[src/cpuPkg.sv]
package cpuPkg;

	// --------------------------------------------------
	// widths
	// --------------------------------------------------

	// one word size for registers, instructions and memory
	localparam int dataWidth = 16;
	// eight registers, R0 to R7
	localparam int regNumWidth = 3;
	localparam int imm8Width = 8;
	localparam int imm5Width = 5;

	// --------------------------------------------------
	// instruction fields
	// --------------------------------------------------

	// opcode[15:13] op[12:11] Rn[10:8] Rd[7:5] shift[4:3] Rm[2:0]
	localparam int opcodeLsb = 13;
	localparam int opLsb = 11;
	localparam int rnLsb = 8;
	localparam int rdLsb = 5;
	localparam int shiftLsb = 3;
	localparam int rmLsb = 0;

	// --------------------------------------------------
	// encodings
	// --------------------------------------------------

	// controller states, fetch first and then execute
	typedef enum logic [3:0] {
		initiatePc = 4'b0000,
		idle       = 4'b0001,
		loadPc     = 4'b0010,
		loadRam    = 4'b0011,
		loadIr     = 4'b0100,
		instrFirst = 4'b0101,
		putInB     = 4'b0110,
		readRn     = 4'b0111,
		putInA     = 4'b1000,
		aluOpToC   = 4'b1001,
		readRd     = 4'b1010,
		instrLast  = 4'b1011,
		halt       = 4'b1100
	} ctrlState;

	typedef enum logic [2:0] {
		MOV  = 3'b110,
		ALU  = 3'b101,
		STR  = 3'b100,
		LDR  = 3'b011,
		HALT = 3'b111
	} opcodeT;

	// with MOV, ADD is the register form and AND the immediate form
	typedef enum logic [1:0] {
		ADD = 2'b00,
		CMP = 2'b01,
		AND = 2'b10,
		MVN = 2'b11
	} aluOpT;

	// instruction field that names the register
	typedef enum logic [1:0] {
		RN = 2'b00,
		RD = 2'b01,
		RM = 2'b10
	} regSelT;

	// register file writeback source
	typedef enum logic [1:0] {
		MDATA  = 2'b00,
		SXIMM8 = 2'b01,
		PCVAL  = 2'b10,
		CVAL   = 2'b11
	} writeSelT;

	typedef enum logic [1:0] {
		shNone       = 2'b00,
		shLeft       = 2'b01,
		shRightLogic = 2'b10,
		shRightArith = 2'b11
	} shiftT;

endpackage
[src/datapathCtrlIf.sv]
interface datapathCtrlIf;

	// register select and writeback select
	cpuPkg::regSelT nsel;
	cpuPkg::writeSelT vsel;

	// load strobes and operand selects
	logic loadA;
	logic loadB;
	logic write;
	logic aSel;
	logic bSel;
	logic loadC;
	logic loadS;

	// the controller owns every strobe
	modport controller (
		output nsel, vsel, loadA, loadB, write, aSel, bSel, loadC, loadS
	);

	modport datapath (
		input vsel, loadA, loadB, write, aSel, bSel, loadC, loadS
	);

	// decoder only needs to know which field names the register
	modport decoder (
		input nsel
	);

endinterface

[src/instructionDecoder.sv]
module instructionDecoder (
	input  logic clk,
	input  logic reset,
	input  logic loadIr,
	input  logic [cpuPkg::dataWidth-1:0] mData,
	datapathCtrlIf.decoder ctrl,
	output cpuPkg::opcodeT opcode,
	output cpuPkg::aluOpT op,
	output cpuPkg::shiftT shift,
	output logic [cpuPkg::regNumWidth-1:0] readNum,
	output logic [cpuPkg::regNumWidth-1:0] writeNum,
	output logic [cpuPkg::dataWidth-1:0] sximm8,
	output logic [cpuPkg::dataWidth-1:0] sximm5
);

	logic [cpuPkg::dataWidth-1:0] ir;
	logic [cpuPkg::regNumWidth-1:0] regNum;

	// instruction register
	always_ff @(posedge clk) begin
		if (reset) begin
			ir <= '0;
		end else if (loadIr) begin
			ir <= mData;
		end
	end

	// fixed fields
	assign opcode = cpuPkg::opcodeT'(ir[cpuPkg::opcodeLsb +: $bits(cpuPkg::opcodeT)]);
	assign op = cpuPkg::aluOpT'(ir[cpuPkg::opLsb +: $bits(cpuPkg::aluOpT)]);
	assign shift = cpuPkg::shiftT'(ir[cpuPkg::shiftLsb +: $bits(cpuPkg::shiftT)]);

	// register number picked by nsel
	always_comb begin
		case (ctrl.nsel)
			cpuPkg::RN: regNum = ir[cpuPkg::rnLsb +: cpuPkg::regNumWidth];
			cpuPkg::RD: regNum = ir[cpuPkg::rdLsb +: cpuPkg::regNumWidth];
			default: regNum = ir[cpuPkg::rmLsb +: cpuPkg::regNumWidth];
		endcase
	end

	// read and write always address the same register
	assign readNum = regNum;
	assign writeNum = regNum;

	// sign extended immediates
	assign sximm8 = {
		{(cpuPkg::dataWidth - cpuPkg::imm8Width){ir[cpuPkg::imm8Width-1]}},
		ir[cpuPkg::imm8Width-1:0]
	};
	assign sximm5 = {
		{(cpuPkg::dataWidth - cpuPkg::imm5Width){ir[cpuPkg::imm5Width-1]}},
		ir[cpuPkg::imm5Width-1:0]
	};

endmodule

[src/flat_wrapper.sv]
// flat-port wrapper written by rule: the top's interface ports become plain ports
module instructionDecoder_flat 
  (clk, reset, loadIr, mData, opcode, op, shift, readNum, writeNum, sximm8, sximm5, ctrl_nsel);
  datapathCtrlIf ctrl_i ();
  input  logic clk;
  input  logic reset;
  input  logic loadIr;
  input  logic [cpuPkg::dataWidth-1:0] mData;
  output cpuPkg::opcodeT opcode;
  output cpuPkg::aluOpT op;
  output cpuPkg::shiftT shift;
  output logic [cpuPkg::regNumWidth-1:0] readNum;
  output logic [cpuPkg::regNumWidth-1:0] writeNum;
  output logic [cpuPkg::dataWidth-1:0] sximm8;
  output logic [cpuPkg::dataWidth-1:0] sximm5;
  input wire logic [$bits(ctrl_i.nsel)-1:0] ctrl_nsel;
  assign ctrl_i.nsel = ctrl_nsel;
  instructionDecoder u_core (.clk(clk), .reset(reset), .loadIr(loadIr), .mData(mData), .ctrl(ctrl_i), .opcode(opcode), .op(op), .shift(shift), .readNum(readNum), .writeNum(writeNum), .sximm8(sximm8), .sximm5(sximm5));
endmodule
[config.mk]
export PLATFORM = sky130hd
export DESIGN_NAME = instructionDecoder_flat
export DESIGN_NICKNAME = d
export VERILOG_FILES = /design/src/cpuPkg.sv /design/src/datapathCtrlIf.sv /design/src/instructionDecoder.sv /design/src/flat_wrapper.sv
export SDC_FILE = /design/constraint.sdc
export NUM_CORES = 1
export LEC_CHECK = 0
export BUFFER_PORTS_ARGS = -buffer_cell sky130_fd_sc_hd__buf_2
export CORE_UTILIZATION = 43
export DETAILED_ROUTE_END_ITERATION = 12
export MAX_ROUTING_LAYER = met4
export PLACE_DENSITY_LB_ADDON = 0.1
export SYNTH_ARGS = -nofsm -noshare
export SYNTH_HDL_FRONTEND = slang
export SYNTH_SLANG_ARGS = --single-unit
[constraint.sdc]
create_clock -name clk -period 2.7 [get_ports clk]
set_input_delay 0.405 -clock clk [delete_from_list [all_inputs] [get_ports clk]]
set_output_delay 0.405 -clock clk [all_outputs]
set_load 0.1 [all_outputs]
==> impl_metrics.csv <==
group,metric,value,unit
status,outcome,"completed",
clock_network,clkTransAtPathRegs,90,ps
critical_path,worstSetupPathType,"flop to output port",
worst_hold_path,hold_start,"mData[1]",
finish,fillCellCount,224,
clock_network,cts_made_buffers,3,
worst_hold_path,hp-class,"input port to flop",
grt,grt_usage,13.0,%
routing,vias,671,
critical_path,worstReg2RegStart,"u_core.ir[4]",
critical_path,r2r_end,"u_core.ir[4]",
sta,slew_viol_final,0,
yosys,syn_area_per_cell,9.24,um^2
yosys,netlist_instances,103,
finish,top_register,"u_core.ir",
finish,largest_reg_flops,16,
clock_network,clockBufferDepth,2,
placed_design,portBuffers,65,
yosys,yosys_warnings,0,
critical_path,start_kind,"flop",
critical_path,crit_buf_inv,1,
critical_path,path_max_fanout,11,
placed_design,gp_congestion,0.666,
clock_network,clock-root-buffer,"clkbuf_4",
clock_network,htree_levels,1,
critical_path,cp-end-kind,"output port",
yosys,syn_area,952,um^2
sta,rsz0062_at_grt,"no",
grt,overflow,0,
routing,routed_wl,1440,um
sta,fmax,538,MHz
power,vdd_ir_drop_max,0.445,mV
sta,fin_crit_sh,68.8,%
finish,layout-drive-gt1-share,56.8,%
routing,drtIter0Drc,5,
yosys,syn_nets,124,
clock_network,insertion_delay,280,ps
die,rows,16,
routing,vias_per_cell,4.41,
yosys,ys_seq_elements,16,
critical_path,crit_cells,3,
critical_path,max_stage_delay,470,ps
critical_path,worstPathArrival,1450,ps
sta,max-slew-margin-rel,67.7,%
sta,worstMarginPinSlew,488,ps
sta,fin_tns_setup,0,ps
power,power.density,780,nW/um^2
die,fp.dieH,49.1,um
sta,timing.final.ws_setup,842,ps
flow_run,max_cap_violations,0,
clock_network,cts_setup_buffers,0,
grt,antenna_found_initial,0,
yosys,synthDistinctLibCells,10,
finish,area_growth_syn_to_layout,3.94,%
die,dieWidth,49.1,um
clock_network,cts_sinks,16,
die,pin_count,66,
finish,top_regs,"u_core.ir: 16 flops",
finish,mostFrequentLayoutCells,"buf_2 (65), mux2i_1 (19), nor2_1 (16), dfxtp_1 (16)",
clock_network,cts_tree,"done",
grt,grt_pass1_vias,530,
critical_path,worstPathRequired,2300,ps
sta,final-setup-viol-count,0,
die,start_util,47.1,%
die,core,2020,um^2
die,fp.dieArea,2410,um^2
critical_path,cp_cell_sequence,"mux2i_1 -> o21ai_2 -> buf_2",
routing,firstDrtPassIters,2,
finish,final_common_cell,"buf_2",
finish,nNetsFinal,148,
sta,fin_crit,1860,ps
routing,ant_nets,0,
placed_design,post-place-ws,1050,ps
critical_path,crit_family,"flip-flops",
critical_path,reg2reg_depth,2,
critical_path,reg2reg_slack,1920,ps
worst_hold_path,hold_depth,3,
critical_path,slowest_stage,"dfxtp_1",
finish,diodes,0,
routing,wire_per_inst,9.47,um
clock_network,cts.repair.resized,0,
worst_hold_path,holdPathEnd,"u_core.ir[1]",
sta,fin_skew,0,ps
clock_network,cts_hold_buffers,0,
sta,hold_violations,0,
grt,grt_max_degree,17,
power,leakage,0.000604,uW
routing,route.detailed.drc,0,
grt,grt_pass1_wl,2280,um
yosys,ys_seq_area_share,33.6,%
final cells by class:
class	instances	area, um^2	area share [%]
clock buffers	3	22.5	2.28
multi-input cells	41	288	29.1
flip-flops and latches	16	320	32.4
well taps	27	33.8	3.41
repair buffers	65	325	32.9
how the worst max path moves through the flow:
stage	endpoint	start
floorplan	writeNum[2]	u_core.ir[7]
global placement	readNum[2]	ctrl_nsel[0]
detailed placement	readNum[2]	ctrl_nsel[0]
CTS	readNum[2]	u_core.ir[7]
global route	readNum[2]	u_core.ir[7]
finish	readNum[2]	u_core.ir[7]
tightest hold or removal path, delay by kind of cell:
family / cells / cell delay, ps
buffers and inverters: 1 / 80
and+or+nand+nor: 1 / 70
muxes: 1 / 50
cell families (layout without fill, tap and decap cells):
family	Yosys count	after routing	share of synthesized area [%]
buf+inv	46	68	37.3
simple gates	19	19	7.49
flops	16	16	33.6
mux	19	19	20.0
compound gates	3	3	1.58
stage by stage:
stage	util, %	cell area [um^2]	hold WS (ps)	power [uW]	std cells
CTS	48.9	990	347	785	152
global placement	47.8	967	468	659	149
detailed placement	47.8	967	481	660	149
finish	48.9	990	357	772	152
global route	48.9	990	343	806	152
floorplan	-	963	460	659	103
per-layer routing:
| layer | share of wire (%) | wire, um | global-route usage, % |
|---|---|---|---|
| met3 | 9.9 | 143 | 5.61 |
| met1 | 44 | 638 | 14.7 |
| met4 | 0.97 | 14 | 5.88 |
| met5 | 0 | 0 | - |
| met2 | 45 | 641 | 19.9 |
Yosys cell counts, drive strengths merged:
master | count | share of area, %
mux2i | 19 | 20
dfxtp | 16 | 34
buf | 46 | 37
nand2 | 3 | 1.2
o21ai | 3 | 1.6
nor2 | 16 | 6.3
where the power goes:
group          leakage, uW  total (uW)  internal, uW  switching (uW)
registers         0.000132         261           250            11.4
logic             0.000458         391          53.8             337
clock network    0.0000138         120          51.7            68.1
(Power assumes the default switching activity.)
