File: config.mk
export PLATFORM = sky130hd
export DESIGN_NAME = datapath_flat
export DESIGN_NICKNAME = d
export VERILOG_FILES = /design/src/cpuPkg.sv /design/src/datapathCtrlIf.sv /design/src/datapath.sv /design/src/registerFile.sv /design/src/flat_wrapper.sv
export SDC_FILE = /design/constraint.sdc
export NUM_CORES = 1
export LEC_CHECK = 0
export ABC_CLOCK_PERIOD_IN_PS = 4150
export BUFFER_PORTS_ARGS = -buffer_cell sky130_fd_sc_hd__buf_4
export CAP_MARGIN = 10
export CORE_MARGIN = 2
export CORE_UTILIZATION = 45
export CTS_CLUSTER_SIZE = 28
export DETAILED_ROUTE_END_ITERATION = 6
export PLACE_DENSITY = 0.67
export SYNTH_ARGS = -nofsm -noshare
export SYNTH_HDL_FRONTEND = slang
export SYNTH_SLANG_ARGS = --single-unit
File: constraint.sdc
create_clock -name clk -period 4.15 [get_ports clk]
set_input_delay 0.6225 -clock clk [delete_from_list [all_inputs] [get_ports clk]]
set_output_delay 0.6225 -clock clk [all_outputs]
set_load 0.01 [all_outputs]
File: src/cpuPkg.sv
package cpuPkg;

	// --------------------------------------------------
	// widths
	// --------------------------------------------------

	// one word size for registers, instructions and memory
	localparam int dataWidth = 16;
	// eight registers, R0 to R7
	localparam int regNumWidth = 3;
	localparam int imm8Width = 8;
	localparam int imm5Width = 5;

	// --------------------------------------------------
	// instruction fields
	// --------------------------------------------------

	// opcode[15:13] op[12:11] Rn[10:8] Rd[7:5] shift[4:3] Rm[2:0]
	localparam int opcodeLsb = 13;
	localparam int opLsb = 11;
	localparam int rnLsb = 8;
	localparam int rdLsb = 5;
	localparam int shiftLsb = 3;
	localparam int rmLsb = 0;

	// --------------------------------------------------
	// encodings
	// --------------------------------------------------

	// controller states, fetch first and then execute
	typedef enum logic [3:0] {
		initiatePc = 4'b0000,
		idle       = 4'b0001,
		loadPc     = 4'b0010,
		loadRam    = 4'b0011,
		loadIr     = 4'b0100,
		instrFirst = 4'b0101,
		putInB     = 4'b0110,
		readRn     = 4'b0111,
		putInA     = 4'b1000,
		aluOpToC   = 4'b1001,
		readRd     = 4'b1010,
		instrLast  = 4'b1011,
		halt       = 4'b1100
	} ctrlState;

	typedef enum logic [2:0] {
		MOV  = 3'b110,
		ALU  = 3'b101,
		STR  = 3'b100,
		LDR  = 3'b011,
		HALT = 3'b111
	} opcodeT;

	// with MOV, ADD is the register form and AND the immediate form
	typedef enum logic [1:0] {
		ADD = 2'b00,
		CMP = 2'b01,
		AND = 2'b10,
		MVN = 2'b11
	} aluOpT;

	// instruction field that names the register
	typedef enum logic [1:0] {
		RN = 2'b00,
		RD = 2'b01,
		RM = 2'b10
	} regSelT;

	// register file writeback source
	typedef enum logic [1:0] {
		MDATA  = 2'b00,
		SXIMM8 = 2'b01,
		PCVAL  = 2'b10,
		CVAL   = 2'b11
	} writeSelT;

	typedef enum logic [1:0] {
		shNone       = 2'b00,
		shLeft       = 2'b01,
		shRightLogic = 2'b10,
		shRightArith = 2'b11
	} shiftT;

endpackage
File: src/datapathCtrlIf.sv
interface datapathCtrlIf;

	// register select and writeback select
	cpuPkg::regSelT nsel;
	cpuPkg::writeSelT vsel;

	// load strobes and operand selects
	logic loadA;
	logic loadB;
	logic write;
	logic aSel;
	logic bSel;
	logic loadC;
	logic loadS;

	// the controller owns every strobe
	modport controller (
		output nsel, vsel, loadA, loadB, write, aSel, bSel, loadC, loadS
	);

	modport datapath (
		input vsel, loadA, loadB, write, aSel, bSel, loadC, loadS
	);

	// decoder only needs to know which field names the register
	modport decoder (
		input nsel
	);

endinterface

File: src/datapath.sv
module datapath #(
	parameter int addrWidth = 8
) (
	input  logic clk,
	input  logic reset,
	datapathCtrlIf.datapath ctrl,
	input  cpuPkg::aluOpT op,
	input  logic [cpuPkg::regNumWidth-1:0] readNum,
	input  logic [cpuPkg::regNumWidth-1:0] writeNum,
	input  cpuPkg::shiftT shift,
	input  logic [cpuPkg::dataWidth-1:0] sximm8,
	input  logic [cpuPkg::dataWidth-1:0] sximm5,
	input  logic [cpuPkg::dataWidth-1:0] mData,
	input  logic [addrWidth-1:0] pc,
	output logic [cpuPkg::dataWidth-1:0] cOut,
	output logic [cpuPkg::dataWidth-1:0] bOut,
	output logic [2:0] status
);

	localparam int dw = cpuPkg::dataWidth;

	logic [dw-1:0] writeData;
	logic [dw-1:0] readData;
	logic [dw-1:0] aReg;
	logic [dw-1:0] bReg;
	logic [dw-1:0] cReg;
	logic [dw-1:0] shifted;
	logic [dw-1:0] aIn;
	logic [dw-1:0] bIn;
	logic [dw-1:0] aluOut;
	logic overflow;

	// --------------------------------------------------
	// writeback and registers
	// --------------------------------------------------

	always_comb begin
		case (ctrl.vsel)
			cpuPkg::MDATA: writeData = mData;
			cpuPkg::SXIMM8: writeData = sximm8;
			// pc zero extended to a full word
			cpuPkg::PCVAL: writeData = {{(dw - addrWidth){1'b0}}, pc};
			default: writeData = cReg;
		endcase
	end

	registerFile regFile (
		.clk(clk),
		.write(ctrl.write),
		.writeNum(writeNum),
		.readNum(readNum),
		.writeData(writeData),
		.readData(readData)
	);

	// operand and result registers
	always_ff @(posedge clk) begin
		if (ctrl.loadA) begin
			aReg <= readData;
		end
		if (ctrl.loadB) begin
			bReg <= readData;
		end
		if (ctrl.loadC) begin
			cReg <= aluOut;
		end
	end

	// --------------------------------------------------
	// shifter and alu
	// --------------------------------------------------

	always_comb begin
		case (shift)
			cpuPkg::shLeft: shifted = {bReg[dw-2:0], 1'b0};
			cpuPkg::shRightLogic: shifted = {1'b0, bReg[dw-1:1]};
			// sign bit copied in
			cpuPkg::shRightArith: shifted = {bReg[dw-1], bReg[dw-1:1]};
			default: shifted = bReg;
		endcase
	end

	// aSel zeroes A for moves, bSel takes the memory offset
	assign aIn = ctrl.aSel ? '0 : aReg;
	assign bIn = ctrl.bSel ? sximm5 : shifted;

	always_comb begin
		case (op)
			cpuPkg::ADD: aluOut = aIn + bIn;
			cpuPkg::CMP: aluOut = aIn - bIn;
			cpuPkg::AND: aluOut = aIn & bIn;
			default: aluOut = ~bIn;
		endcase
	end

	// signed overflow of A minus B
	assign overflow = (aIn[dw-1] != bIn[dw-1]) && (aluOut[dw-1] != aIn[dw-1]);

	// status is N V Z, only loaded by CMP
	always_ff @(posedge clk) begin
		if (reset) begin
			status <= '0;
		end else if (ctrl.loadS) begin
			status <= {aluOut[dw-1], overflow, aluOut == '0};
		end
	end

	assign cOut = cReg;
	assign bOut = bReg;

endmodule

File: src/registerFile.sv
module registerFile (
	input  logic clk,
	input  logic write,
	input  logic [cpuPkg::regNumWidth-1:0] writeNum,
	input  logic [cpuPkg::regNumWidth-1:0] readNum,
	input  logic [cpuPkg::dataWidth-1:0] writeData,
	output logic [cpuPkg::dataWidth-1:0] readData
);

	// R0 to R7
	logic [cpuPkg::dataWidth-1:0] regs [2**cpuPkg::regNumWidth];

	// write at the edge where write is high
	always_ff @(posedge clk) begin
		if (write) begin
			regs[writeNum] <= writeData;
		end
	end

	// read is combinational
	assign readData = regs[readNum];

endmodule

File: src/flat_wrapper.sv
// flat-port wrapper written by rule: the top's interface ports become plain ports
module datapath_flat 
#(
	parameter int addrWidth = 8
)
  (clk, reset, op, readNum, writeNum, shift, sximm8, sximm5, mData, pc, cOut, bOut, status, ctrl_vsel, ctrl_loadA, ctrl_loadB, ctrl_write, ctrl_aSel, ctrl_bSel, ctrl_loadC, ctrl_loadS);
  datapathCtrlIf ctrl_i ();
  input  logic clk;
  input  logic reset;
  input  cpuPkg::aluOpT op;
  input  logic [cpuPkg::regNumWidth-1:0] readNum;
  input  logic [cpuPkg::regNumWidth-1:0] writeNum;
  input  cpuPkg::shiftT shift;
  input  logic [cpuPkg::dataWidth-1:0] sximm8;
  input  logic [cpuPkg::dataWidth-1:0] sximm5;
  input  logic [cpuPkg::dataWidth-1:0] mData;
  input  logic [addrWidth-1:0] pc;
  output logic [cpuPkg::dataWidth-1:0] cOut;
  output logic [cpuPkg::dataWidth-1:0] bOut;
  output logic [2:0] status;
  input wire logic [$bits(ctrl_i.vsel)-1:0] ctrl_vsel;
  input wire logic [$bits(ctrl_i.loadA)-1:0] ctrl_loadA;
  input wire logic [$bits(ctrl_i.loadB)-1:0] ctrl_loadB;
  input wire logic [$bits(ctrl_i.write)-1:0] ctrl_write;
  input wire logic [$bits(ctrl_i.aSel)-1:0] ctrl_aSel;
  input wire logic [$bits(ctrl_i.bSel)-1:0] ctrl_bSel;
  input wire logic [$bits(ctrl_i.loadC)-1:0] ctrl_loadC;
  input wire logic [$bits(ctrl_i.loadS)-1:0] ctrl_loadS;
  assign ctrl_i.vsel = ctrl_vsel;
  assign ctrl_i.loadA = ctrl_loadA;
  assign ctrl_i.loadB = ctrl_loadB;
  assign ctrl_i.write = ctrl_write;
  assign ctrl_i.aSel = ctrl_aSel;
  assign ctrl_i.bSel = ctrl_bSel;
  assign ctrl_i.loadC = ctrl_loadC;
  assign ctrl_i.loadS = ctrl_loadS;
  datapath #(.addrWidth(addrWidth)) u_core (.clk(clk), .reset(reset), .ctrl(ctrl_i), .op(op), .readNum(readNum), .writeNum(writeNum), .shift(shift), .sximm8(sximm8), .sximm5(sximm5), .mData(mData), .pc(pc), .cOut(cOut), .bOut(bOut), .status(status));
endmodule
==> results of run 1 <==
## sequential cells by signal (all words and copies together), names as in the netlist
name	flops
u_core.cOut	16
u_core.status	3
u_core.bOut	16
u_core.aReg	16
u_core.regFile.regs	128
## synth_stat cells (18+ instances only)
cell type	n
ha_1	18
clkbuf_1	19
mux2i_1	26
mux2_2	19
a21oi_1	25
mux4_2	40
nor2b_1	32
nand2_1	36
o21ai_0	25
inv_1	19
edfxtp_1	176
nor2_1	27
## layer usage
layer | track usage | wire length, µm | vias to the layer above
met2 | 0.384 | 12200 | 212
met1 | 0.316 | 10700 | 3177
met5 | 0 | 0 | -
met3 | 0.0381 | 1280 | 36
li1 | - | - | 2972
met4 | 0.0850 | 541 | 0
## timing repair
action / CTS / global route
buffers inserted: 7 / 11
gates cloned: 0 / 0
gates resized for setup: 19 / 25
endpoints found under the hold margin: 0 / 0
endpoints found under the setup margin: 3 / 5
pin swaps: 15 / 27
## worst max path at each step
stage | start | end | cells after the start
after floorplan | ctrl_bSel | u_core.status[1] | 19
after global placement | shift[0] | u_core.status[0] | 18
after detailed placement | shift[0] | u_core.status[0] | 19
after CTS | u_core.bOut[0] | u_core.status[0] | 19
after global routing | u_core.bOut[0] | u_core.status[0] | 19
final | u_core.bOut[1] | u_core.status[0] | 18
## logic make-up (layout without fill, tap and decap cells)
logic type               after synthesis  count (layout)
adder cells (fa/ha/maj)               19              19
flip-flops                           179             179
AND/OR/NAND/NOR                      163             163
buffers and inverters                 52             285
XOR/XNOR                              16              16
multiplexers                          87              87
AO/OA/AOI/OAI                        126             126
## cell type report
cell class | count | area (µm²) | area share
tap | 270 | 338 | 0.0284
multi-input combinational | 411 | 3780 | 0.318
sequential | 179 | 5350 | 0.450
clock inverter | 14 | 165 | 0.0139
inverter | 20 | 77.6 | 0.00652
clock buffer | 18 | 429 | 0.0361
timing repair buffer | 233 | 1760 | 0.148
## through the flow
stage,hold WS (ps),worst slack [ps],power [mW]
after CTS,380,3.84,4.77
final,407,-51.0,4.82
after detailed placement,523,-516,3.15
after global routing,413,-197,4.99
after floorplan,528,-12.5,2.67
after global placement,482,-434,3.14
## power groups by stage
stage | Combinational, mW | Sequential (mW) | Clock, mW
CTS | 1.00 | 2.15 | 1.61
global route | 1.16 | 2.16 | 1.68
floorplan | 0.482 | 2.19 | 0
detailed placement | 0.959 | 2.19 | 0
global placement | 0.949 | 2.19 | 0
finish | 1.07 | 2.15 | 1.59
## worst max-delay path: stages (launching register included)
cell and delay, ps:
edfxtp_1 390, mux2i_1 90, a222oi_1 490, buf_4 230, inv_4 40, ha_4 160, a31oi_4 170, buf_6 120
xor2_1 150, ha_1 270, a21o_1 210, nor3_2 260, a31oi_4 150, a21oi_2 170, xor2_1 180, a21oi_2 80
or4_4 550, nor4b_4 270, a31o_1 160
==> impl_metrics.tcl, run 1 <==
set metrics [dict create \
    grt_pass1_vias 6471 \
    cellLeakagePower_nw 4.58 \
    synth_top_family_by_area "multiplexers" \
    yosysSeqAreaShare 0.587 \
    postSynthNetCount 738 \
    dp_cells 1095 \
    hold_depth 2 \
    synth_cell_type_count 70 \
    synth_compound_area_frac 0.0966 \
    switching_share 0.274 \
    firstDrtPassIters 5 \
    drtIter0Drc 486 \
    dieArea_um2 21400 \
    worstHoldStart "reset" \
    cts-buffers-inserted 17 \
    tns_ps -55.7 \
    p_int_mw 3.50 \
    powerDensity_nw_per_um2 405 \
    antenna_found_initial 0 \
    cts_sinks 179 \
    grt_use_total 0.233 \
    io_pins 112 \
    endpoint_kind "flip-flop" \
    synth-xor-area-share 0.0154 \
    reg2reg_from "u_core.bOut[1]" \
    cp-start-kind "flip-flop" \
    vias 6397 \
    clkPwrFrac 0.331 \
    synth_adder_area_share 0.0269 \
    cap_violations 0 \
    viasPerCell 5.59 \
    synthTopCellsByArea "edfxtp_1 58%, mux4_2 9.9%, mux2i_1 2.9%, ha_1 2.5%, mux2_2 2.3%" \
    synth_top_cell_by_area "edfxtp_1" \
    post-route-util 0.593 \
    clk_path_buf_depth 2 \
    clock_skew_ps 13.8 \
    wirelength_um 24700 \
    dpl_cell_area_um2 11000 \
    setup_viol 2 \
    die_height_um 146 \
    cts_tree "built" \
    slew_violations 0 \
    die_w_um 146 \
    fin_crit_sh 1.01 \
    r2r_setup_slack_ps -50 \
    rsz0062_at_grt "yes" \
    port_buffers 111 \
    hold_viol 0 \
    drive_gt1_frac 0.429 \
    ir_drop_v 0.000319 \
    start_util 0.455 \
    avgSynthCellArea_um2 14.2 \
    switching_power_mw 1.32 \
    combinationalPowerShare 0.222 \
    fill_cells 1635 \
    synth_enable_flop_cells 176 \
    muxShareOfSynthArea 0.153 \
    synth-seq-cells 179 \
    ant_nets 0 \
    setup_slack_ps -51.0 \
    synth-simple-area-share 0.0975 \
    max_slew.worst_pin.slew_ps 1190 \
    crit_arrival_ps 4580 \
    grt-ovfl-total 0 \
    final_cell_mix "231 x buf_4, 176 x edfxtp_1, 40 x mux4_2" \
    hpwlAfterDp_um 17700 \
    std_cell_rows 52 \
    cts.clk_slew.worst_paths_ps 70 \
    grt_max_degree 36 \
    final_cells 1145 \
    grt_pass1_wl_um 37400 \
    synth_top_cell_area_share 0.580 \
    coreArea_um2 20000 \
    synth_async_sr_flop_share 0 \
    route.detailed.drc 0 \
    syn_area_um2 9110 \
    holdBufCountCts 0 \
    clk_latency_ps 440 \
    required_ps 4530 \
    final_nets 958 \
    finalInstanceArea_um2 11900 \
    slew_headroom 0.209 \
    syn2layout_area_growth_pct 30.5 \
    r2r.worst_path.cells 18 \
    pwr-share-seq 0.447 \
    layout_commonest_cell "buf_4" \
    place_congestion 0.899 \
    wl_per_cell_um 21.6 \
    fmax_mhz 238 \
    synth_cells 642 \
    cp_max_fo 4 \
    min_to "u_core.status[2]" \
    min_period_ps 4200 \
    h-tree-depth 4 \
    synth_ff_type "edfxtp_1" \
    violations "setup timing" \
    rr_endpoint "u_core.status[0]" \
    yosys_warnings 0 \
    status "finished, violations left" \
    worstSetupPathType "flip-flop to flip-flop" \
    min_path_type "input port to flip-flop" \
    num_antenna_cells 0 \
    cts_root_buffer "clkbuf_16" \
]
No activity file was read; power rests on OpenSTA's default activity.
==> inputs of run 2 (changes only) <==
- GPL_TIMING_DRIVEN: not set -> 0
==> impl_metrics.tcl, run 2 (synthesis gave the netlist of run 1 again) <==
set metrics [dict create \
    status "finished, violations left" \
    violations "setup timing" \
    endpoint_kind "flip-flop" \
    grt_max_degree 20 \
    crit_buf_inv 1 \
    hold_viol 0 \
    clock_skew_ps 9.56 \
    fill_cells 1640 \
    syn2layout_area_growth_pct 26.8 \
    clk_latency_ps 430 \
    powerDensity_nw_per_um2 402 \
    std_cell_rows 52 \
    drtIter0Drc 617 \
    path_cells "or3b_4 > a2bb2oi_4 > inv_2 > ha_4 > nand2_2 > o21ai_2 > xor2_1 > ha_1 > o21ai_2 > a21oi_2 > o31a_1 > o211ai_1 > a2111oi_1 > nand3b_1 > or4_1 > nor4b_2 > a31o_1" \
    rsz0062_at_grt "yes" \
    ir_drop_v 0.000284 \
    port_buffers 105 \
    wl_per_cell_um 23.3 \
    place_ws_ps -1120 \
    crit_family "simple AND/OR/NAND/NOR gates" \
    route.detailed.drc 0 \
    cts.clk_slew.worst_paths_ps 70 \
    die_height_um 146 \
    cts_root_buffer "clkbuf_16" \
    cts-buffers-inserted 17 \
    cellLeakagePower_nw 4.24 \
    grt_most_used_layer "met2" \
    post-route-util 0.576 \
    max_slew.worst_pin.slew_ps 1050 \
    clk_path_buf_depth 2 \
    crit_arrival_ps 4600 \
    cap_violations 0 \
    firstDrtPassIters 5 \
    min_path_type "input port to flip-flop" \
    pwr-share-seq 0.467 \
    io_pins 112 \
    min_period_ps 4230 \
    largest-register "u_core.regFile.regs" \
    tns_ps -77.2 \
    hpwlAfterDp_um 18500 \
    antenna_found_initial 1 \
    die_w_um 146 \
    switching_power_mw 1.26 \
    fmax_mhz 237 \
    worstHoldStart "reset" \
    largest_reg_flops 128 \
    grt-ovfl-total 0 \
    min_to "u_core.status[2]" \
    vias 6420 \
    cp_common_cell "o21ai_2" \
    switching_share 0.271 \
    clkPwrFrac 0.326 \
    multi_input_area_um2 3870 \
    viasPerCell 5.88 \
    drive_gt1_frac 0.387 \
    slew_headroom 0.290 \
    wirelength_um 25400 \
    dieArea_um2 21400 \
    slew_violations 0 \
    coreArea_um2 20000 \
    place_congestion 0.880 \
    critical-path-max-stage-delay_ps 570 \
    grt_use_met2 0.402 \
    cts_tree "built" \
    cp-start-kind "flip-flop" \
    r2r_setup_slack_ps -80 \
    reg2reg_from "u_core.bOut[0]" \
    required_ps 4520 \
    cp_max_fo 3 \
    worstSetupPathType "flip-flop to flip-flop" \
    fin_crit_sh 1.02 \
    gr-usage-met3 0.0459 \
    r2r.worst_path.cells 17 \
    crit_slowest_cell "or4_1" \
    start_util 0.455 \
    grt_pass1_wl_um 38300 \
    p_int_mw 3.38 \
    total_power_mw 4.64 \
    final_nets 903 \
    setup_slack_ps -77.2 \
    h-tree-depth 4 \
    use_met1 0.326 \
    rr_endpoint "u_core.status[0]" \
    combinationalPowerShare 0.207 \
    hold_depth 2 \
    setup_viol 1 \
    final_cell_mix "176 x edfxtp_1, 137 x buf_4, 40 x mux4_2" \
    grt_use_total 0.239 \
    grt_pass1_vias 6471 \
    register_area_um2 5350 \
    ant_nets 0 \
    cts_sinks 179 \
    layout_commonest_cell "edfxtp_1" \
]
run 2: layout make-up:
| cell class | instances | area share |
|---|---|---|
| Antenna cell | 1 | 0.000217 |
| Buffer | 31 | 0.0141 |
| Multi-Input combinational cell | 411 | 0.335 |
| Sequential cell | 179 | 0.463 |
| Timing Repair Buffer | 147 | 0.103 |
| Inverter | 20 | 0.00650 |
| Tap cell | 270 | 0.0293 |
| Clock inverter | 14 | 0.0113 |
| Clock buffer | 18 | 0.0372 |
run 2: worst register-to-register path: stages (launching register included):
cell and delay (ps):
edfxtp_1 440, or3b_4 430, a2bb2oi_4 240, inv_2 70, ha_4 190, nand2_2 60, o21ai_2 60, xor2_1 190
ha_1 350, o21ai_2 90, a21oi_2 70, o31a_1 340, o211ai_1 270, a2111oi_1 120, nand3b_1 290, or4_1 570
nor4b_2 220, a31o_1 170
run 2: metrics by stage:
step / area (µm²) / hold WS (ps) / cells
global placement: 10200 / 483 / 1017
floorplan: 9120 / 528 / 642
CTS: 11300 / 376 / 1077
global route: 11500 / 383 / 1091
detailed placement: 10400 / 494 / 1025
finish: 11500 / 393 / 1091
run 2: how the worst max path moves through the flow:
stage / slack, ps / cells after the start / endpoint / startpoint
after floorplan: -10 / 19 / u_core.status[1] / ctrl_bSel
after global placement: -1070 / 19 / u_core.status[0] / shift[0]
after detailed placement: -1120 / 19 / u_core.status[0] / shift[0]
after CTS: 6 / 17 / u_core.status[1] / u_core.bOut[3]
after global routing: -160 / 20 / u_core.status[0] / shift[0]
final: -80 / 17 / u_core.status[0] / u_core.bOut[0]
run 2: per-layer routing:
layer  vias up  wire length [µm]
met4         0               404
met1      3267             10800
li1       2861                 -
met2       265             12600
met3        27              1580
met5         -                 0
run 2: power groups by stage:
stage	sequential [mW]	combinational [mW]	clock [mW]
6_report	2.17	0.961	1.51
5_1_grt	2.17	1.03	1.61
2_1_floorplan	2.19	0.482	0
3_5_place_dp	2.21	0.799	0
4_1_cts	2.17	0.883	1.53
3_3_place_gp	2.20	0.778	0
run 2: what timing repair did:
item / in CTS / in global routing
gates resized for setup: 43 / 35
endpoints found under the setup margin: 11 / 5
hold buffers: 0 / 0
buffers inserted: 21 / 13
pin swaps: 20 / 23
