`src/programCounter.sv`:
```
module programCounter #(
	parameter int addrWidth = 8
) (
	input  logic clk,
	input  logic reset,
	input  logic loadPc,
	output logic [addrWidth-1:0] pc
);

	// pc steps during loadPc, before the fetch read of loadRam,
	// so the first instruction of a program sits at word 1
	// and pc points at the instruction in ir during execute
	always_ff @(posedge clk) begin
		if (reset) begin
			pc <= '0;
		end else if (loadPc) begin
			// wraps at the top of memory
			pc <= pc + 1'b1;
		end
	end

endmodule

```
`config.mk`:
```
export PLATFORM = sky130hd
export DESIGN_NAME = programCounter
export DESIGN_NICKNAME = d
export VERILOG_FILES = /design/src/programCounter.sv
export SDC_FILE = /design/constraint.sdc
export NUM_CORES = 1
export LEC_CHECK = 0
export ABC_AREA = 1
export BUFFER_PORTS_ARGS = -buffer_cell sky130_fd_sc_hd__buf_2
export CORE_AREA = 2 2 39 41
export DETAILED_ROUTE_END_ITERATION = 7
export DIE_AREA = 0 0 41 43
export GPL_ROUTABILITY_DRIVEN = 1
export SLEW_MARGIN = 10
export SYNTH_ARGS = -nofsm -noshare
export SYNTH_HDL_FRONTEND = slang
export SYNTH_SLANG_ARGS = --single-unit
```
`constraint.sdc`:
```
create_clock -name clk -period 1.2 [get_ports clk]
set_clock_uncertainty 0.05 [all_clocks]
set_input_delay 0.18 -clock clk [delete_from_list [all_inputs] [get_ports clk]]
set_output_delay 0.18 -clock clk [all_outputs]
set_load 0.02 [all_outputs]
```
==> out/qor.json, run 1 <==
{
  "status": {
    "status": "completed"
  },
  "worst_setup_path": {
    "setup.worst_path.class": "reg -> reg",
    "worst-endpoint-required_ns": 1.30,
    "worstReg2RegEnd": "pc[6]",
    "cp_max_fo": 5,
    "ff2ff_setup_slack_ns": 0.09,
    "reg2regPathDepth": 6,
    "worstSetupEndpointType": "flop",
    "timing.critical_path.arrival_ns": 1.21,
    "timing.critical_path.from_type": "flop",
    "crit-reg2reg-launch": "pc[0]"
  },
  "die": {
    "core_area_um2": 1380,
    "floorplan.initialDensity": 0.261,
    "dieArea_um2": 1760,
    "horiz_die_dim_um": 41,
    "num_rows": 14,
    "ios": 11,
    "die_height_um": 43
  },
  "hold_path": {
    "min_path_type": "in -> reg",
    "worst_hold_path.num_cells": 2,
    "whs_endpoint": "pc[4]",
    "min_from": "reset"
  },
  "cells_and_area": {
    "registers.top_by_ff_count": "pc",
    "layout_commonest_cell": "sky130_fd_sc_hd__buf_2",
    "fillerInstances": 151,
    "layout-area-overhead-vs-synth_pct": 27.0,
    "largest_register_ff_count": 8,
    "final_design_area_no_fill_um2": 459,
    "diodes": 0,
    "drive_gt1_frac": 0.344,
    "final_nets": 67,
    "biggestRegsByFlops": "pc (8)",
    "final_cell_mix": "10 x sky130_fd_sc_hd__buf_2, 8 x sky130_fd_sc_hd__nand2_1, 7 x sky130_fd_sc_hd__inv_1"
  },
  "synth": {
    "yosysTopAreaCell": "sky130_fd_sc_hd__dfxtp_1",
    "synth_area_per_cell_um2": 7.53,
    "largest_family_of_logic_cells_by_synthesized_area": "simple AND/OR/NAND/NOR gates",
    "mappedNetlistArea_um2": 362,
    "post_synthesis_sequential_element_count": 8,
    "yosys.area_share.adder": 0.0346,
    "synth.lib_cells_used.distinct": 14,
    "synthSimpleGateAreaFrac": 0.325,
    "yosysTopAreaCellShare": 0.443,
    "synthesis.instances": 48,
    "area_fraction_in_compound_gates_after_synthesis": 0.125,
    "postSynthNetCount": 52,
    "ys_warn_count": 0,
    "ys_top_cells_by_area": "sky130_fd_sc_hd__dfxtp_1 44%, sky130_fd_sc_hd__a21oi_1 8.3%, sky130_fd_sc_hd__nand2_1 8.3%",
    "ys_seq_area_frac": 0.443,
    "synthXorXnorAreaFrac": 0,
    "multiplexer_share_of_the_synthesized_area": 0
  },
  "sta": {
    "rsz0062_at_grt": "no",
    "final-hold-violation-count": 0,
    "setup-violations-final": 0,
    "timing.max_slew.rel_slack": 0.875,
    "setup-tns-final_ns": 0,
    "worst_pin_slew_ns": 0.187,
    "part_of_the_cycle_the_worst_path_needs": 0.928,
    "final_period_minus_worst_setup_slack_ns": 1.11,
    "final-max-slew-violation-count": 0,
    "timing.fmax_mhz": 898
  },
  "route": {
    "wirelength_um": 666,
    "detailroute.via_count": 327,
    "first_iter_violations": 10,
    "drt-vias-per-instance": 4.25,
    "detail_route.wl_per_cell_um": 8.65,
    "detail_route.drc_violations": 0,
    "ant_nets": 0,
    "detailedRoute.firstPassIterationCount": 4
  },
  "power": {
    "p_leak_nw": 0.214,
    "cellPowerDensity_nw_per_um2": 1150,
    "maximum_vdd_drop_v": 0.000705
  },
  "clock_network": {
    "root_buffer": "sky130_fd_sc_hd__clkbuf_4",
    "path_clk_slew_ns": 0.06,
    "max-clock-path-buffers": 2,
    "hold_buffers": 0,
    "cts_sinks": 8,
    "cts_inserted_buffers": 3,
    "postCtsSetupRepairBufs": 0,
    "h-tree-depth": 1,
    "tritoncts": "done",
    "worstSkewPairLatency_ns": 0.25
  },
  "placement": {
    "io_buffer_count": 10,
    "dp_hpwl_um": 491,
    "postPlaceCellArea_um2": 434,
    "place.gp.congestion": 0.672
  },
  "flow_run": {
    "cap_viol_max_count": 0
  },
  "grt": {
    "grt_max_degree": 8,
    "first_global_vias": 254,
    "grt_pass1_wl_um": 1010,
    "antenna_found_initial": 0,
    "grt_total_ovfl": 0,
    "grtUsageTotal": 0.0905
  }
}
-- critical path, cell delays in order, from the launching register on --
cell and delay, ns:
sky130_fd_sc_hd__dfxtp_2 0.36, sky130_fd_sc_hd__ha_2 0.19, sky130_fd_sc_hd__nand3_2 0.10, sky130_fd_sc_hd__nor2_2 0.13, sky130_fd_sc_hd__nand3_1 0.08, sky130_fd_sc_hd__nand2_1 0.06
sky130_fd_sc_hd__nor2_1 0.04
-- worst max path at each step --
stage,start,endpoint,slack (ns),cells past startpoint
after floorplan,pc[0],pc[6],0.05,6
after CTS,pc[0],pc[6],0.07,6
after detailed placement,pc[0],pc[6],0.08,6
final,pc[0],pc[6],0.09,6
after global placement,pc[0],pc[6],0.11,6
after global routing,pc[0],pc[6],0.006,6
-- layer usage --
metal,routed length (µm),up-vias,track usage
met2,244,12,0.100
met1,345,132,0.119
li1,-,183,-
met5,0,-,0
met4,0,0,0.0200
met3,76,0,0.0942
-- Yosys cell counts --
cell type / n
sky130_fd_sc_hd__a21oi_1: 6
sky130_fd_sc_hd__dfxtp_1: 8
sky130_fd_sc_hd__ha_1: 1
sky130_fd_sc_hd__inv_1: 7
sky130_fd_sc_hd__nand2_1: 8
sky130_fd_sc_hd__nand2_2: 1
sky130_fd_sc_hd__nand3_1: 2
sky130_fd_sc_hd__nand3_2: 2
sky130_fd_sc_hd__nand4_1: 1
sky130_fd_sc_hd__nor2_1: 6
sky130_fd_sc_hd__nor2_2: 1
sky130_fd_sc_hd__nor2_4: 1
sky130_fd_sc_hd__nor3_1: 1
sky130_fd_sc_hd__o21ai_0: 3
-- stage by stage --
step | hold WS [ns] | total power (W) | worst slack, ns | std cells | utilization
3_5_place_dp | 0.322 | 0.000329 | 0.0754 | 74 | 0.314
3_3_place_gp | 0.323 | 0.000329 | 0.106 | 74 | 0.314
4_1_cts | 0.0462 | 0.000546 | 0.0741 | 77 | 0.330
5_1_grt | 0.0495 | 0.000565 | 0.00611 | 77 | 0.332
6_report | 0.0549 | 0.000528 | 0.0867 | 77 | 0.332
2_1_floorplan | 0.209 | 0.000312 | 0.0517 | 48 | -
-- logic make-up (layout without fill, tap and decap cells) --
kind of cell,Yosys count,in the layout
and+or+nand+nor,23,23
buffers and inverters,7,20
AOI/OAI and AO/OA,9,9
adders and majority gates,1,1
DFF,8,8
-- area by class of cell --
type / count / area, µm² / area share
multi-input cells: 33 / 178 / 0.387
flip-flops and latches: 8 / 163 / 0.354
repair buffers: 10 / 50.0 / 0.109
inverters: 7 / 26.3 / 0.0572
clock buffers: 3 / 22.5 / 0.0490
well taps: 16 / 20.0 / 0.0436
-- where the power goes --
| group | switching [W] | internal (W) | total [W] |
|---|---|---|---|
| combinational | 0.0000270 | 0.0000157 | 0.0000427 |
| sequential | 0.00000701 | 0.000274 | 0.000281 |
| clock | 0.0000906 | 0.000114 | 0.000205 |
-- what timing repair did --
item                                    in CTS  in global routing
endpoints found under the hold margin        0                  0
endpoints found under the setup margin       0                  1
gates resized for setup                      0                  1
No activity file was read; power rests on OpenSTA's default activity.
==> inputs of run 2 (changes only) <==
==> constraint.sdc (replaced) <==
create_clock -name clk -period 0.98 [get_ports clk]
set_clock_uncertainty 0.05 [all_clocks]
set_input_delay 0.147 -clock clk [delete_from_list [all_inputs] [get_ports clk]]
set_output_delay 0.147 -clock clk [all_outputs]
set_load 0.02 [all_outputs]
==> out/qor.json, run 2 (synthesis results as in run 1) <==
{
  "cells_and_area": {
    "layout_commonest_cell": "sky130_fd_sc_hd__inv_1",
    "final_nets": {"value": 68, "change": "+1.5%"},
    "final_cell_mix": "7 x sky130_fd_sc_hd__inv_1, 6 x sky130_fd_sc_hd__nand2_1, 6 x sky130_fd_sc_hd__a21oi_1, 6 x sky130_fd_sc_hd__nor2_1, 5 x sky130_fd_sc_hd__buf_6",
    "registers.top_by_ff_count": "pc",
    "diodes": {"value": 0, "change": "unchanged"},
    "biggestRegsByFlops": "pc (8)",
    "layout-area-overhead-vs-synth_pct": 55.0,
    "largest_register_ff_count": {"value": 8, "change": "unchanged"},
    "drive_gt1_frac": {"value": 0.492, "change": "+0.148"}
  },
  "worst_setup_path": {
    "critPathMaxStageDelay": {"value": 0.36, "unit": "ns", "change": "about the same"},
    "cp_max_fo": {"value": 3, "change": "-2"},
    "ff2ff_setup_slack": {"value": -0.07, "unit": "ns", "change": "-0.16 ns"},
    "worst-endpoint-required": {"value": 0.78, "unit": "ns", "change": "-0.52 ns"},
    "cp.depth": {"value": 2, "change": "-4"},
    "reg2regPathDepth": {"value": 6, "change": "unchanged"},
    "worstPathCellList": "buf_6 -> buf_6",
    "cpMostUsedCell": "sky130_fd_sc_hd__buf_6",
    "timing.critical_path.from_type": "flop",
    "path_delay_family": "flip-flops",
    "timing.critical_path.arrival": {"value": 0.85, "unit": "ns", "change": "-0.36 ns"},
    "worst_path_max_delay_cell": "sky130_fd_sc_hd__dfxtp_4",
    "worstSetupEndpointType": "output pin",
    "setup.worst_path.class": "reg -> out",
    "path_buf_inv": {"value": 2, "change": "+2"}
  },
  "grt": {
    "grt_pass1_wl": {"value": 1150, "unit": "µm", "change": "+13%"},
    "first_global_vias": {"value": 315, "change": "+24%"},
    "grt_max_degree": {"value": 8, "change": "unchanged"},
    "antenna_found_initial": {"value": 0, "change": "unchanged"},
    "grt_total_ovfl": {"value": 0, "change": "unchanged"},
    "grtUsageTotal": {"value": 0.0996, "change": "+0.00915"}
  },
  "clock_network": {
    "path_clk_slew": {"value": 0.06, "unit": "ns", "change": "about the same"},
    "h-tree-depth": {"value": 1, "change": "unchanged"},
    "cts_sinks": {"value": 8, "change": "unchanged"},
    "root_buffer": "sky130_fd_sc_hd__clkbuf_4",
    "postCtsSetupRepairBufs": {"value": 0, "change": "unchanged"},
    "cts_inserted_buffers": {"value": 3, "change": "unchanged"},
    "max-clock-path-buffers": {"value": 2, "change": "unchanged"},
    "tritoncts": "done",
    "worstSkewPairLatency": {"value": 0.26, "unit": "ns", "change": "about the same"}
  },
  "sta": {
    "timing.fmax_mhz": 953,
    "rsz0062_at_grt": "yes",
    "setup-tns-final": {"value": -0.187, "unit": "ns", "change": "-0.187 ns"},
    "final_period_minus_worst_setup_slack_ns": 1.05,
    "final-max-slew-violation-count": {"value": 0, "change": "unchanged"},
    "part_of_the_cycle_the_worst_path_needs": 1.07,
    "setup-violations-final": {"value": 4, "change": "+4"},
    "final_critical_path_setup_slack": {"value": -0.0690, "unit": "ns", "change": "-0.156 ns"},
    "whs": {"value": 0.0177, "unit": "ns", "change": "-0.0371 ns"},
    "final-hold-violation-count": {"value": 0, "change": "unchanged"},
    "worst_pin_slew": {"value": 0.234, "unit": "ns", "change": "+0.0467 ns"},
    "timing.max_slew.rel_slack": {"value": 0.844, "change": "-0.0311"}
  },
  "status": {
    "violations": "setup timing",
    "status": "complete, but fails checks"
  },
  "flow_run": {
    "cap_viol_max_count": {"value": 0, "change": "unchanged"}
  },
  "power": {
    "maximum_vdd_drop": {"value": 0.000648, "unit": "V", "change": "-8.1%"},
    "cellPowerDensity": {"value": 1230, "unit": "nW/µm²", "change": "+7.0%"},
    "p_leak": {"value": 0.231, "unit": "nW", "change": "+7.8%"},
    "post-layout-total-power": {"value": 0.000690, "unit": "W", "change": "+31%"}
  },
  "hold_path": {
    "worst_hold_path.num_cells": {"value": 2, "change": "unchanged"},
    "min_path_type": "in -> reg"
  },
  "placement": {
    "place_ws": {"value": -0.0944, "unit": "ns", "change": "-0.170 ns"},
    "io_buffer_count": {"value": 10, "change": "unchanged"},
    "dp_hpwl": {"value": 527, "unit": "µm", "change": "+7.3%"},
    "place.gp.congestion": {"value": 0.678, "change": "+1.0%"}
  },
  "die": {
    "floorplan.initialDensity": {"value": 0.261, "change": "unchanged"},
    "core_area": {"value": 1380, "unit": "µm²", "change": "unchanged"},
    "horiz_die_dim": {"value": 41, "unit": "µm", "change": "unchanged"},
    "die_height": {"value": 43, "unit": "µm", "change": "unchanged"},
    "num_rows": {"value": 14, "change": "unchanged"},
    "dieArea": {"value": 1760, "unit": "µm²", "change": "unchanged"},
    "ios": {"value": 11, "change": "unchanged"}
  },
  "route": {
    "detail_route.drc_violations": {"value": 0, "change": "unchanged"},
    "detailroute.via_count": {"value": 355, "change": "+8.6%"},
    "first_iter_violations": {"value": 0, "change": "-10"},
    "ant_nets": {"value": 0, "change": "unchanged"},
    "wirelength": {"value": 729, "unit": "µm", "change": "+9.5%"},
    "drt-vias-per-instance": {"value": 4.49, "change": "+5.8%"},
    "detail_route.wl_per_cell": {"value": 9.23, "unit": "µm", "change": "+6.7%"},
    "detailedRoute.firstPassIterationCount": {"value": 1, "change": "-3"}
  }
}
[run 2: worst reg2reg max path: stages, from the launching register on]
cell	delay [ns]
sky130_fd_sc_hd__dfxtp_4	0.38
sky130_fd_sc_hd__ha_4	0.15
sky130_fd_sc_hd__nand3_4	0.08
sky130_fd_sc_hd__nor2_4	0.12
sky130_fd_sc_hd__nand3_2	0.08
sky130_fd_sc_hd__nand2_2	0.05
sky130_fd_sc_hd__nor2_1	0.03
[run 2: routing by layer]
metal / global-route usage / wire length (µm)
met5: 0 / 0
met4: 0.0200 / 0
met3: 0.0785 / 68
met2: 0.159 / 370
met1: 0.0971 / 290
[run 2: path summary, 6_finish.rpt]
kind / end / start
max: pc[0] / pc[0]
min: pc[4] / reset
max reg2reg: pc[6] / pc[1]
min reg2reg: pc[3] / pc[3]
[run 2: stage by stage]
stage / instance area [µm²] / instances / util
2_1_floorplan: 389 / 48 / -
3_3_place_gp: 467 / 75 / 0.337
3_5_place_dp: 467 / 75 / 0.337
4_1_cts: 547 / 79 / 0.395
5_1_grt: 561 / 79 / 0.405
6_report: 561 / 79 / 0.405
[run 2: power breakdown]
group | leakage, nW | switching [W] | total, W | internal [W]
registers | 0.0693 | 0.0000134 | 0.000342 | 0.000328
clock network | 0.0150 | 0.000118 | 0.000274 | 0.000156
logic | 0.147 | 0.0000375 | 0.0000745 | 0.0000370
[run 2: layout make-up]
class | instances | area, µm²
tap | 16 | 20.0
timing repair buffer | 11 | 93.8
fill | 152 | 823
clock buffer | 4 | 26.3
sequential | 8 | 179
inverter | 7 | 26.3
multi-input combinational | 33 | 215
[run 2: repair_timing]
action / in CTS / in global routing
hold buffers: 0 / 0
gates resized for setup: 16 / 5
pin swaps: 2 / 0
setup endpoints to repair: 10 / 10
==> inputs of run 3 (changes only) <==
--- a/config.mk
+++ b/config.mk
@@ -8,6 +8,8 @@
 export ABC_AREA = 1
 export BUFFER_PORTS_ARGS = -buffer_cell sky130_fd_sc_hd__buf_2
 export CORE_AREA = 2 2 39 41
+export CTS_BUF_LIST = sky130_fd_sc_hd__clkbuf_2
+export CTS_CLUSTER_DIAMETER = 200
 export DETAILED_ROUTE_END_ITERATION = 7
 export DIE_AREA = 0 0 41 43
 export GPL_ROUTABILITY_DRIVEN = 1
==> out/qor.json, run 3 (synthesis results as in run 1) <==
{
  "power": {
    "post-layout-total-power": {"value": 0.000642, "unit": "W", "change": "-6.9%"},
    "comb_power_share": {"value": 0.113, "change": "+0.005"},
    "cellPowerDensity": {"value": 1150, "unit": "nW/µm²", "change": "-6.5%"},
    "maximum_vdd_drop": {"value": 0.000519, "unit": "V", "change": "-20%"},
    "pwr-share-clk": {"value": 0.357, "change": "-0.040"},
    "intPower": {"value": 0.000471, "unit": "W", "change": "-9.7%"},
    "power.share.sequential": {"value": 0.530, "change": "+0.035"},
    "p_sw_frac": {"value": 0.266, "change": "+0.0219"},
    "switching_power": {"value": 0.000171, "unit": "W", "change": "+1.4%"},
    "p_leak": {"value": 0.237, "unit": "nW", "change": "+2.7%"}
  },
  "grt": {
    "first_global_vias": {"value": 328, "change": "+4.1%"},
    "grt_pass1_wl": {"value": 1200, "unit": "µm", "change": "+4.8%"},
    "grtUsageTotal": {"value": 0.106, "change": "+0.00604"},
    "grt_max_degree": {"value": 8, "change": "unchanged"},
    "grt_total_ovfl": {"value": 0, "change": "unchanged"},
    "antenna_found_initial": {"value": 0, "change": "unchanged"}
  },
  "cells_and_area": {
    "final_cell_mix": "7 x sky130_fd_sc_hd__inv_1, 6 x sky130_fd_sc_hd__nand2_1, 6 x sky130_fd_sc_hd__a21oi_1, 6 x sky130_fd_sc_hd__nor2_1, 5 x sky130_fd_sc_hd__buf_4",
    "registers.top_by_ff_count": "pc",
    "drive_gt1_frac": {"value": 0.516, "change": "+0.0236"},
    "biggestRegsByFlops": "pc (8)",
    "layout-area-overhead-vs-synth_pct": 54.3,
    "largest_register_ff_count": {"value": 8, "change": "unchanged"},
    "fillerInstances": {"value": 153, "change": "+0.66%"},
    "layout_commonest_cell": "sky130_fd_sc_hd__inv_1",
    "final_nets": {"value": 69, "change": "+1.5%"},
    "diodes": {"value": 0, "change": "unchanged"},
    "layout.core_utilization": {"value": 0.403, "change": "-0.00181"}
  },
  "worst_setup_path": {
    "path_delay_family": "flip-flops",
    "worst-endpoint-required": {"value": 1.06, "unit": "ns", "change": "+0.28 ns"},
    "worstPathCellList": "ha_4 -> nand3_4 -> nor2_4 -> nand3_2 -> nand2_2 -> nor2_1",
    "cp_max_fo": {"value": 4, "change": "+1"},
    "timing.critical_path.arrival": {"value": 1.13, "unit": "ns", "change": "+0.28 ns"},
    "setup.worst_path.class": "reg -> reg",
    "worst_path_max_delay_cell": "sky130_fd_sc_hd__dfxtp_4",
    "timing.critical_path.from_type": "flop",
    "path_buf_inv": {"value": 0, "change": "-2"},
    "critPathMaxStageDelay": {"value": 0.39, "unit": "ns", "change": "+0.03 ns"},
    "worstSetupEndpointType": "flop"
  },
  "placement": {
    "place.gp.congestion": {"value": 0.678, "change": "unchanged"},
    "io_buffer_count": {"value": 10, "change": "unchanged"},
    "dp_hpwl": {"value": 527, "unit": "µm", "change": "unchanged"}
  },
  "clock_network": {
    "h-tree-depth": {"value": 1, "change": "unchanged"},
    "tritoncts": "done",
    "path_clk_slew": {"value": 0.09, "unit": "ns", "change": "+0.03 ns"},
    "cts_inserted_buffers": {"value": 3, "change": "unchanged"},
    "worstSkewPairLatency": {"value": 0.24, "unit": "ns", "change": "-0.02 ns"},
    "root_buffer": "sky130_fd_sc_hd__clkbuf_2",
    "cts_sinks": {"value": 8, "change": "unchanged"},
    "max-clock-path-buffers": {"value": 2, "change": "unchanged"}
  },
  "route": {
    "detail_route.wl_per_cell": {"value": 9.48, "unit": "µm", "change": "+2.7%"},
    "wirelength": {"value": 758, "unit": "µm", "change": "+4.0%"},
    "detailroute.via_count": {"value": 352, "change": "-0.85%"},
    "drt-vias-per-instance": {"value": 4.40, "change": "-2.1%"},
    "ant_nets": {"value": 0, "change": "unchanged"},
    "detailedRoute.firstPassIterationCount": {"value": 2, "change": "+1"},
    "detail_route.drc_violations": {"value": 0, "change": "unchanged"},
    "first_iter_violations": {"value": 3, "change": "+3"}
  },
  "status": {
    "violations": "setup timing",
    "status": "complete, but fails checks"
  },
  "sta": {
    "rsz0062_at_grt": "yes",
    "final_period_minus_worst_setup_slack": {"value": 1.05, "unit": "ns", "change": "+0.00149 ns"},
    "timing.max_slew.rel_slack": {"value": 0.844, "change": "about the same"},
    "part_of_the_cycle_the_worst_path_needs": {"value": 1.07, "change": "+0.00152"},
    "setup-violations-final": {"value": 4, "change": "unchanged"},
    "worst_pin_slew": {"value": 0.233, "unit": "ns", "change": "-0.000603 ns"},
    "final-max-slew-violation-count": {"value": 0, "change": "unchanged"},
    "final-hold-violation-count": {"value": 0, "change": "unchanged"},
    "timing.fmax": {"value": 952, "unit": "MHz", "change": "-0.14%"},
    "whs": {"value": 0.0282, "unit": "ns", "change": "+0.0105 ns"},
    "final_critical_path_setup_slack": {"value": -0.0705, "unit": "ns", "change": "-0.00149 ns"}
  },
  "flow_run": {
    "cap_viol_max_count": {"value": 0, "change": "unchanged"}
  },
  "hold_path": {
    "min_path_type": "in -> reg"
  },
  "die": {
    "horiz_die_dim": {"value": 41, "unit": "µm", "change": "unchanged"},
    "num_rows": {"value": 14, "change": "unchanged"},
    "floorplan.initialDensity": {"value": 0.261, "change": "unchanged"},
    "ios": {"value": 11, "change": "unchanged"},
    "die_height": {"value": 43, "unit": "µm", "change": "unchanged"},
    "core_area": {"value": 1380, "unit": "µm²", "change": "unchanged"},
    "dieArea": {"value": 1760, "unit": "µm²", "change": "unchanged"}
  }
}
[run 3: final timing paths]
check | start | endpoint | slack [ns] | cells past startpoint
worst max-delay path | pc[1] | pc[6] | -0.07 | 6
worst min-delay path | reset | pc[4] | 0.03 | 2
worst max register to register | pc[1] | pc[6] | -0.07 | 6
worst min register to register | pc[3] | pc[3] | 0.41 | 1
[run 3: final cells by class]
class / count / area (µm²) / area share
Multi-Input combinational cell: 33 / 215 / 0.386
Sequential cell: 8 / 179 / 0.321
Inverter: 7 / 26.3 / 0.0471
Tap cell: 16 / 20.0 / 0.0359
Clock buffer: 4 / 20.0 / 0.0359
Timing Repair Buffer: 12 / 97.6 / 0.175
[run 3: per-stage QoR]
step	TNS, ns	worst slack (ns)	std cells	cell area (µm²)
floorplan	-0.0819	-0.0819	48	389
global placement	-0.0531	-0.0531	75	467
detailed placement	-0.0953	-0.0944	75	467
CTS	-0.215	-0.0837	80	544
global route	-0.679	-0.149	80	558
finish	-0.206	-0.0705	80	558
[run 3: routing by layer]
layer,share of wire,track usage,up-vias
li1,-,-,186
met1,0.40,0.0971,155
met2,0.52,0.169,11
met3,0.079,0.0785,0
met4,0,0.0400,0
met5,0,0,-
[run 3: repair_timing]
action	CTS	global route
pin swaps	2	0
endpoints found under the setup margin	11	11
gates resized for setup	15	5
hold buffers	0	0
buffers inserted	1	0
[run 3: worst reg2reg max path, cell delays in order (launching register included)]
cell                      delay (ns)
sky130_fd_sc_hd__dfxtp_4        0.39
sky130_fd_sc_hd__ha_4           0.15
sky130_fd_sc_hd__nand3_4        0.08
sky130_fd_sc_hd__nor2_4         0.12
sky130_fd_sc_hd__nand3_2        0.08
sky130_fd_sc_hd__nand2_2        0.05
sky130_fd_sc_hd__nor2_1         0.03
[run 3: power groups by stage]
stage               Clock, W  Combinational [W]  Sequential [W]
global placement           0          0.0000595        0.000349
CTS                 0.000241          0.0000721        0.000341
floorplan                  0          0.0000245        0.000359
global route        0.000254          0.0000832        0.000343
finish              0.000229          0.0000723        0.000341
detailed placement         0          0.0000598        0.000349
